## config.mk

```make
export PLATFORM = sky130hd
export DESIGN_NAME = ex_top
export DESIGN_NICKNAME = d
export VERILOG_FILES = /design/src/rv_core_pkg.sv /design/src/rv_isa_pkg.sv /design/src/ex_top.sv /design/src/ex_out_reg.sv /design/src/ex.sv /design/src/ex_decode.sv /design/src/ex_alu.sv
export SDC_FILE = /design/constraint.sdc
export NUM_CORES = 1
export LEC_CHECK = 0
export BUFFER_PORTS_ARGS = -buffer_cell sky130_fd_sc_hd__buf_2
export CAP_MARGIN = 20
export CORE_MARGIN = 5
export CORE_UTILIZATION = 55
export CTS_CLUSTER_SIZE = 16
export DETAILED_ROUTE_END_ITERATION = 6
export HOLD_SLACK_MARGIN = 0.08
export PLACE_DENSITY = 0.77
export SLEW_MARGIN = 20
export SYNTH_ARGS = -nofsm -noshare
export SYNTH_HDL_FRONTEND = slang
export SYNTH_HIERARCHICAL = 1
export SYNTH_SLANG_ARGS = --single-unit
```

## constraint.sdc

```tcl
create_clock -name clk -period 13.5 [get_ports clk]
set_input_delay 2.7 -clock clk [delete_from_list [all_inputs] [get_ports clk]]
set_output_delay 2.7 -clock clk [all_outputs]
set_load 0.01 [all_outputs]
```

## src/rv_core_pkg.sv

```systemverilog
`default_nettype none

package rv_core_pkg;

    localparam int xlen = 32;

    // fall-through step.
    localparam logic [xlen-1:0] pc_step = 32'd4;

    // ======================================================================
    // alu operations.
    // ======================================================================
    typedef enum logic [3:0] {
        alu_add    = 4'd0,
        alu_sub    = 4'd1,
        alu_sll    = 4'd2,
        alu_slt    = 4'd3,
        alu_sltu   = 4'd4,
        alu_xor    = 4'd5,
        alu_srl    = 4'd6,
        alu_sra    = 4'd7,
        alu_or     = 4'd8,
        alu_and    = 4'd9,
        alu_pass_b = 4'd10  // lui.
    } alu_op_e;

endpackage

`default_nettype wire

```

## src/rv_isa_pkg.sv

```systemverilog
`default_nettype none

package rv_isa_pkg;

    localparam int inst_w = 32;

    // ======================================================================
    // major opcodes, inst[6:0].
    // ======================================================================
    typedef enum logic [6:0] {
        op_lui    = 7'b0110111,
        op_auipc  = 7'b0010111,
        op_jal    = 7'b1101111,
        op_jalr   = 7'b1100111,
        op_branch = 7'b1100011,
        op_load   = 7'b0000011,
        op_store  = 7'b0100011,
        op_imm    = 7'b0010011,
        op_reg    = 7'b0110011,
        op_fence  = 7'b0001111,
        op_system = 7'b1110011
    } opcode_e;

    // ======================================================================
    // funct3 fields, inst[14:12].
    // ======================================================================
    typedef enum logic [2:0] {
        beq  = 3'b000,
        bne  = 3'b001,
        blt  = 3'b100,
        bge  = 3'b101,
        bltu = 3'b110,
        bgeu = 3'b111
    } branch_f3_e;

    // integer ops, shared by op_imm and op_reg.
    typedef enum logic [2:0] {
        f3_add_sub = 3'b000,
        f3_sll     = 3'b001,
        f3_slt     = 3'b010,
        f3_sltu    = 3'b011,
        f3_xor     = 3'b100,
        f3_srl_sra = 3'b101,
        f3_or      = 3'b110,
        f3_and     = 3'b111
    } alu_f3_e;

    // fixed words, matched as a whole.
    localparam logic [inst_w-1:0] inst_ecall = 32'h0000_0073;
    localparam logic [inst_w-1:0] inst_mret  = 32'h3020_0073;

endpackage

`default_nettype wire
```

## src/ex_top.sv

```systemverilog
`default_nettype none
`timescale 1ns/1ns

module ex_top (
    input  logic                          clk,
    input  logic                          rst_n,
    input  logic                          in_valid,
    output logic                          in_ready,
    input  logic [rv_isa_pkg::inst_w-1:0] inst,
    input  logic [rv_core_pkg::xlen-1:0]  pc,
    input  logic [rv_core_pkg::xlen-1:0]  rs1_data,
    input  logic [rv_core_pkg::xlen-1:0]  rs2_data,
    input  logic [rv_core_pkg::xlen-1:0]  csr_rdata,
    input  logic                          fence_i_req,
    output logic                          icache_flush,
    output logic                          out_valid,
    input  logic                          out_ready,
    output logic [rv_core_pkg::xlen-1:0]  out_result,
    output logic [rv_core_pkg::xlen-1:0]  out_dnpc,
    output logic                          out_jump
);
    import rv_core_pkg::*;

    logic [xlen-1:0] alu_src1;
    logic [xlen-1:0] alu_src2;
    logic [xlen-1:0] imm_i;
    logic [xlen-1:0] pc_adder_src2;
    alu_op_e         alu_ctrl;
    logic [xlen-1:0] alu_result;
    logic [xlen-1:0] dnpc;
    logic            this_valid;
    logic            next_ready;
    logic            ex_jump;

    ex_decode u_decode (
        .inst          (inst),
        .pc            (pc),
        .rs1_data      (rs1_data),
        .rs2_data      (rs2_data),
        .alu_src1      (alu_src1),
        .alu_src2      (alu_src2),
        .alu_ctrl      (alu_ctrl),
        .imm_i         (imm_i),
        .pc_adder_src2 (pc_adder_src2)
    );

    ex u_ex (
        .clk           (clk),
        .rst_n         (rst_n),
        .inst          (inst),
        .alu_src1      (alu_src1),
        .alu_src2      (alu_src2),
        .alu_ctrl      (alu_ctrl),
        .imm_i         (imm_i),
        .pc_adder_src2 (pc_adder_src2),
        .csr_rdata     (csr_rdata),
        .fence_i_req   (fence_i_req),
        .icache_flush  (icache_flush),
        .alu_result    (alu_result),
        .dnpc          (dnpc),
        .prev_valid    (in_valid),
        .this_ready    (in_ready),
        .next_ready    (next_ready),
        .this_valid    (this_valid),
        .ex_jump       (ex_jump)
    );

    ex_out_reg u_out_reg (
        .clk        (clk),
        .rst_n      (rst_n),
        .this_valid (this_valid),
        .ex_jump    (ex_jump),
        .alu_result (alu_result),
        .dnpc       (dnpc),
        .out_ready  (out_ready),
        .next_ready (next_ready),
        .out_valid  (out_valid),
        .out_jump   (out_jump),
        .out_result (out_result),
        .out_dnpc   (out_dnpc)
    );

endmodule

`default_nettype wire

```

## src/ex_out_reg.sv

```systemverilog
`default_nettype none
`timescale 1ns/1ns

module ex_out_reg (
    input  logic                         clk,
    input  logic                         rst_n,
    input  logic                         this_valid,
    input  logic                         ex_jump,
    input  logic [rv_core_pkg::xlen-1:0] alu_result,
    input  logic [rv_core_pkg::xlen-1:0] dnpc,
    input  logic                         out_ready,
    output logic                         next_ready,
    output logic                         out_valid,
    output logic                         out_jump,
    output logic [rv_core_pkg::xlen-1:0] out_result,
    output logic [rv_core_pkg::xlen-1:0] out_dnpc
);
    logic load;

    // empty or draining this cycle.
    assign next_ready = !out_valid || out_ready;
    assign load       = this_valid && next_ready;

    // ======================================================================
    // control.
    // ======================================================================
    always_ff @(posedge clk) begin
        if (!rst_n) begin
            out_valid <= 1'b0;
            out_jump  <= 1'b0;
        end else if (load) begin
            out_valid <= 1'b1;
            out_jump  <= ex_jump;
        end else if (out_ready) begin
            out_valid <= 1'b0;  // read, nothing behind it.
            out_jump  <= 1'b0;
        end
    end

    // payload.
    always_ff @(posedge clk) begin
        if (load) begin
            out_result <= alu_result;
            out_dnpc   <= dnpc;
        end
    end

endmodule

`default_nettype wire

```

## src/ex.sv

```systemverilog
`default_nettype none
`timescale 1ns/1ns

module ex (
    input  logic                          clk,
    input  logic                          rst_n,
    input  logic [rv_isa_pkg::inst_w-1:0] inst,
    input  logic [rv_core_pkg::xlen-1:0]  alu_src1,
    input  logic [rv_core_pkg::xlen-1:0]  alu_src2,
    input  rv_core_pkg::alu_op_e          alu_ctrl,
    input  logic [rv_core_pkg::xlen-1:0]  imm_i,
    input  logic [rv_core_pkg::xlen-1:0]  pc_adder_src2,
    input  logic [rv_core_pkg::xlen-1:0]  csr_rdata,
    input  logic                          fence_i_req,
    output logic                          icache_flush,
    output logic [rv_core_pkg::xlen-1:0]  alu_result,
    output logic [rv_core_pkg::xlen-1:0]  dnpc,
    input  logic                          prev_valid,
    output logic                          this_ready,
    input  logic                          next_ready,
    output logic                          this_valid,
    output logic                          ex_jump
);
    import rv_isa_pkg::*;
    import rv_core_pkg::*;

    opcode_e         opcode;
    branch_f3_e      funct3;
    logic            is_trap_ret;
    logic            fence_i_req_q;
    logic            zero_flag;
    logic            less_flag;
    logic            op_eq;
    logic            op_lt_s;
    logic            op_lt_u;
    logic            jump_flag;
    logic [xlen-1:0] pc_offset;

    assign opcode      = opcode_e'(inst[6:0]);
    assign funct3      = branch_f3_e'(inst[14:12]);
    assign is_trap_ret = (inst == inst_ecall) || (inst == inst_mret);

    // ======================================================================
    // fence.i flush, one cycle per request rise.
    // ======================================================================
    always_ff @(posedge clk) begin
        if (!rst_n) begin
            fence_i_req_q <= 1'b0;
        end else begin
            fence_i_req_q <= fence_i_req;
        end
    end

    assign icache_flush = fence_i_req & ~fence_i_req_q;

    // single-cycle stage, always done.
    assign this_ready = !prev_valid || next_ready;
    assign this_valid = prev_valid;

    ex_alu u_alu (
        .a         (alu_src1),
        .b         (alu_src2),
        .ctrl      (alu_ctrl),
        .result    (alu_result),
        .zero_flag (zero_flag),
        .less_flag (less_flag)
    );

    // ======================================================================
    // next pc.
    // ======================================================================
    always_comb begin
        pc_offset = pc_step;
        case (opcode)
            op_jal, op_jalr: pc_offset = imm_i;
            op_branch: begin
                case (funct3)
                    beq:        pc_offset = zero_flag ? imm_i : pc_step;
                    bne:        pc_offset = zero_flag ? pc_step : imm_i;
                    blt, bltu:  pc_offset = less_flag ? imm_i : pc_step;   // flag type from alu_ctrl.
                    bge, bgeu:  pc_offset = less_flag ? pc_step : imm_i;
                    default:    pc_offset = pc_step;
                endcase
            end
            default: pc_offset = pc_step;
        endcase
    end

    assign dnpc = is_trap_ret ? csr_rdata : (pc_adder_src2 + pc_offset);

    // ======================================================================
    // jump decision.
    // ======================================================================
    assign op_eq   = (alu_src1 == alu_src2);
    assign op_lt_s = $signed(alu_src1) < $signed(alu_src2);
    assign op_lt_u = alu_src1 < alu_src2;

    always_comb begin
        jump_flag = 1'b0;
        case (opcode)
            op_jal, op_jalr: jump_flag = 1'b1;
            op_branch: begin
                case (funct3)
                    beq:     jump_flag = op_eq;
                    bne:     jump_flag = ~op_eq;
                    blt:     jump_flag = op_lt_s;
                    bge:     jump_flag = ~op_lt_s;
                    bltu:    jump_flag = op_lt_u;
                    bgeu:    jump_flag = ~op_lt_u;
                    default: jump_flag = 1'b0;
                endcase
            end
            default: jump_flag = 1'b0;
        endcase
    end

    assign ex_jump = jump_flag & this_valid & next_ready;  // only on transfer.

endmodule

`default_nettype wire

```

## src/ex_decode.sv

```systemverilog
`default_nettype none
`timescale 1ns/1ns

module ex_decode (
    input  logic [rv_isa_pkg::inst_w-1:0] inst,
    input  logic [rv_core_pkg::xlen-1:0]  pc,
    input  logic [rv_core_pkg::xlen-1:0]  rs1_data,
    input  logic [rv_core_pkg::xlen-1:0]  rs2_data,
    output logic [rv_core_pkg::xlen-1:0]  alu_src1,
    output logic [rv_core_pkg::xlen-1:0]  alu_src2,
    output rv_core_pkg::alu_op_e          alu_ctrl,
    output logic [rv_core_pkg::xlen-1:0]  imm_i,
    output logic [rv_core_pkg::xlen-1:0]  pc_adder_src2
);
    import rv_isa_pkg::*;
    import rv_core_pkg::*;

    opcode_e         opcode;
    alu_f3_e         funct3;
    logic            alt;           // funct7[5].
    logic [xlen-1:0] imm_itype;
    logic [xlen-1:0] imm_stype;
    logic [xlen-1:0] imm_btype;
    logic [xlen-1:0] imm_utype;
    logic [xlen-1:0] imm_jtype;

    // sub only exists in register form.
    function automatic alu_op_e int_op(input alu_f3_e f3, input logic f7b5, input logic is_reg);
        case (f3)
            f3_add_sub: return (is_reg && f7b5) ? alu_sub : alu_add;
            f3_sll:     return alu_sll;
            f3_slt:     return alu_slt;
            f3_sltu:    return alu_sltu;
            f3_xor:     return alu_xor;
            f3_srl_sra: return f7b5 ? alu_sra : alu_srl;
            f3_or:      return alu_or;
            default:    return alu_and;
        endcase
    endfunction

    assign opcode = opcode_e'(inst[6:0]);
    assign funct3 = alu_f3_e'(inst[14:12]);
    assign alt    = inst[30];

    assign imm_itype = {{20{inst[31]}}, inst[31:20]};
    assign imm_stype = {{20{inst[31]}}, inst[31:25], inst[11:7]};
    assign imm_btype = {{19{inst[31]}}, inst[31], inst[7], inst[30:25], inst[11:8], 1'b0};
    assign imm_utype = {inst[31:12], 12'b0};
    assign imm_jtype = {{11{inst[31]}}, inst[31], inst[19:12], inst[20], inst[30:21], 1'b0};

    always_comb begin
        imm_i         = imm_itype;
        alu_src1      = rs1_data;
        alu_src2      = rs2_data;
        pc_adder_src2 = pc;
        alu_ctrl      = alu_add;
        case (opcode)
            op_lui: begin
                imm_i    = imm_utype;
                alu_src2 = imm_utype;
                alu_ctrl = alu_pass_b;
            end
            op_auipc: begin
                imm_i    = imm_utype;
                alu_src1 = pc;
                alu_src2 = imm_utype;
            end
            op_jal, op_jalr: begin
                if (opcode == op_jal) imm_i = imm_jtype;
                alu_src1 = pc;      // link address.
                alu_src2 = pc_step;
                if (opcode == op_jalr) pc_adder_src2 = rs1_data;
            end
            op_branch: begin
                imm_i    = imm_btype;
                alu_ctrl = inst[13] ? alu_sltu : alu_sub;   // bltu, bgeu.
            end
            op_load: alu_src2 = imm_itype;
            op_store: begin
                imm_i    = imm_stype;
                alu_src2 = imm_stype;
            end
            op_imm: begin
                alu_src2 = imm_itype;
                alu_ctrl = int_op(funct3, alt, 1'b0);
            end
            op_reg: alu_ctrl = int_op(funct3, alt, 1'b1);
            default: imm_i = imm_itype;
        endcase
    end

endmodule

`default_nettype wire

```

## src/ex_alu.sv

```systemverilog
`default_nettype none
`timescale 1ns/1ns

module ex_alu (
    input  logic [rv_core_pkg::xlen-1:0] a,
    input  logic [rv_core_pkg::xlen-1:0] b,
    input  rv_core_pkg::alu_op_e         ctrl,
    output logic [rv_core_pkg::xlen-1:0] result,
    output logic                         zero_flag,
    output logic                         less_flag
);
    import rv_core_pkg::*;

    logic       lt_signed;
    logic       lt_unsigned;
    logic [4:0] shamt;

    assign lt_signed   = $signed(a) < $signed(b);
    assign lt_unsigned = a < b;
    assign shamt       = b[4:0];

    // ======================================================================
    // result mux.
    // ======================================================================
    always_comb begin
        case (ctrl)
            alu_add:    result = a + b;
            alu_sub:    result = a - b;
            alu_sll:    result = a << shamt;
            alu_slt:    result = {{(xlen-1){1'b0}}, lt_signed};
            alu_sltu:   result = {{(xlen-1){1'b0}}, lt_unsigned};
            alu_xor:    result = a ^ b;
            alu_srl:    result = a >> shamt;
            alu_sra:    result = $unsigned($signed(a) >>> shamt);
            alu_or:     result = a | b;
            alu_and:    result = a & b;
            alu_pass_b: result = b;
            default:    result = a + b;
        endcase
    end

    assign zero_flag = (result == '0);

    // sltu selects unsigned, everything else signed.
    assign less_flag = (ctrl == alu_sltu) ? lt_unsigned : lt_signed;

endmodule

`default_nettype wire

```

==> results.md <==
* Detailed Place HPWL at 62,400 um
* Post-detailed-route count of antenna-violating nets at 0
* Total buffers and inverters traversed by the critical path at 4
* Power density cells at 64.2 nW/um^2
* Unrepaired setup endpoints after global routing: no
* Type of the worst setup path: in2reg
* Internal power consumption at 0.666 mW
* Leakage component of the power at 8.39 nW
* Proportion of synthesized flip-flops having asynchronous set or reset at 0%
* Number of input and output port buffers inserted at 232
* TritonCTS clock tree: yes
* Vias in the first global route at 19,300
* Commonest non-fill, non-tap cell in the layout: sky130_fd_sc_hd__buf_2
* Most common flop cell mapped by yosys: sky130_fd_sc_hd__edfxtp_1
* Number of enable-type register cells in the synthesized netlist at 64
* Fin Setup TNS at 0 ps
* Reg-to-reg critical path startpoint: u_out_reg/out_valid
* Data arrival time at the worst-slack endpoint at 13,010 ps
* Hold Buf Count CTS at 0
* Crit path from: inst[3]
* Number of different library cells in the post-synthesis netlist at 108
* Wirelength, routed at 80,000 um
* # Max-Cap Violations at 0
* Peak supply drop at 0.0000619 V
* Number of synthesis warnings at 6
* Setup slack of the critical path after layout at 636 ps
* Boundary Pins at 233
* Global-route usage over all layers at 42.9%
* Area of the die at 35,400 um^2
* Switching power of the nets at 0.559 mW
* Clock root buffer: sky130_fd_sc_hd__clkbuf_16
* Cell count after synthesis at 2,207
* Max-slew violation count at 0
* CP Data Required Time at 13,640 ps
* Sw Share at 45.6%
* Slowest stage cell on the critical path: sky130_fd_sc_hd__and2_1
* Maximum number of pins on one net before global-route repair at 65
* Drt wl/cell at 29.1 um
* Die Span X at 188 um
* Fraction of layout instances using a drive strength above 1 at 21.7%
* Synthesized flop and latch total at 67
* DRC marker count from the first detailed-route iteration at 3,363
* Kind of end point of the critical path: flip-flop
* DRT Pass-1 Iters at 7
* Min-delay src: u_out_reg/out_jump
* Average size of a mapped cell at 7.92 um^2
* Mapped cell area at 17,500 um^2
* Clock tree sinks at 67
* Mapped Nets at 2,535
* Final worst path period need at 12,860 ps
* Routed vias/inst at 7.36
* Area Overhead vs Synth at 9.25%
* Maximum buffer depth of the clock tree at 2
* Total of cells resized after clock tree synthesis at 0
* Placement-stage worst setup slack at 713 ps
* Via count of the routed design at 20,200
* Final #Nets at 2,671
* Most frequent cells in the layout: sky130_fd_sc_hd__buf_2, sky130_fd_sc_hd__nand2_1, sky130_fd_sc_hd__ha_1
* Post-route clock skew at 9.57 ps
* Count of inserted antenna diode cells at 0
* Initial core utilization at 55.5%
* Clock transition at the register clock pins on the worst setup and hold paths after CTS at 60 ps
* Detailed-route DRC error count at 0
* Placer's final routability congestion estimate at 1.14
* Clock Latency Late Sink at 380 ps
* Congestion Overflow GR at 0
* FMAX at 0.0777 GHz
* Cell family with the largest share of critical-path delay: compound AO/OA/AOI/OAI gates
* Slew @ Worst Pin at 1240 ps
* Sequential group share of total power at 21.4%
* Type of the worst min-delay path: reg2reg
* Share of power burned in combinational logic at 57.8%
* Fraction of power consumed by the clock network at 20.8%
* Std-Cell Rows at 65
* Slowest stage delay, CP at 720 ps
* Proportion of synthesized chip area in sequential cells at 11.3%
* Final clock period utilization by the worst path at 95.3%
* Number of antenna violations at the first check in global routing at 2
* CTS Buf Count at 9
* Final-report setup violation count at 0
* Status: finished clean
* Endpoints failing hold at 0
* Headroom to the max-slew limit at 16.8%
* Core region area at 31,500 um^2
* H-Tree Depth at 3
* Setup Fix Bufs, Post-CTS at 0
* Highest fanout seen on the critical path at 32
* Kind of start point of the critical path: input pin
* Wire length of the first global-routing pass at 118,000 um
* Vertical die dimension at 188 um
==> worst reg2reg max path: stages (launching register included) <==
cell and delay, ps:
sky130_fd_sc_hd__dfxtp_1 380, sky130_fd_sc_hd__a21oi_4 130, sky130_fd_sc_hd__buf_4 700
==> registers in the layout, summed over array words and instances (netlist names) <==
name and count:
u_out_reg/out_dnpc 32, u_out_reg/out_result 32, u_ex/fence_i_req_q 1, u_out_reg/out_jump 1, u_out_reg/out_valid 1
==> final timing paths <==
kind / depth (start not counted) / endpoint / slack (ps)
hold / removal: 2 / u_out_reg/out_jump / 500
setup / recovery: 37 / u_out_reg/out_dnpc[28] / 640
hold reg to reg: 2 / u_out_reg/out_jump / 500
setup reg to reg: 2 / u_out_reg/out_result[2] / 11860
==> power by group through the flow <==
stage / Clock (mW) / Combinational (mW) / Sequential [mW]
floorplan: 0 / 0.449 / 0.279
CTS: 0.256 / 0.679 / 0.262
global placement: 0 / 0.667 / 0.266
global route: 0.266 / 0.747 / 0.264
detailed placement: 0 / 0.676 / 0.266
finish: 0.255 / 0.708 / 0.262
==> synth_stat cells, drive strengths merged, types with 22 or more instances <==
cell	count	area [um^2]
a221o	28	280
o21ai	148	752
a21o	48	362
mux4	57	1300
a22oi	27	203
clkbuf	90	342
o211ai	34	255
nor3	53	280
nor2b	31	194
a211oi	34	268
mux2	93	1160
nand4	28	175
and2	40	253
inv	148	556
a21oi	166	842
nor4	22	138
xnor2	24	210
nand2b	34	220
mux2i	64	641
o22ai	22	144
ha	160	2000
edfxtp	64	1920
buf	71	572
nand3	44	238
nand2	200	751
nor2	146	551
==> through the flow <==
| step | cell area [um^2] | std cells | hold WS [ps] | util (%) | total power [mW] |
|---|---|---|---|---|---|
| global route | 19100 | 2750 | 538 | 60.7 | 1.28 |
| finish | 19100 | 2750 | 498 | 60.7 | 1.22 |
| floorplan | 17500 | 2207 | 507 | - | 0.729 |
| CTS | 19100 | 2750 | 501 | 60.7 | 1.20 |
| global placement | 18800 | 2734 | 474 | 59.7 | 0.933 |
| detailed placement | 18800 | 2734 | 494 | 59.7 | 0.943 |
==> cells by family (layout without fill, tap and decap cells) <==
family,after synthesis,in the layout,share of synthesized area (%)
xor gates and xnor gates,41,41,2.05
AOI/OAI and AO/OA,733,733,29.2
buffers and inverters,311,452,8.45
DFF,67,67,11.3
and+or+nand+nor,678,678,19.5
muxes,214,214,17.7
adders and majority gates,163,163,11.8
==> layer usage <==
layer	GRT usage [%]	wire length, um
met5	0	34
met1	53.0	29000
met2	65.7	34200
met3	11.8	9990
met4	28.3	6810
==> cell type report <==
class	instances	area, um^2
tap	402	503
sequential	67	1980
inverter	150	563
multi-input combinational	1829	14200
fill	2901	12400
clock buffer	11	243
timing repair buffer	286	1580
clock inverter	5	52.6
Note: power is estimated with default switching activity, not from simulation.
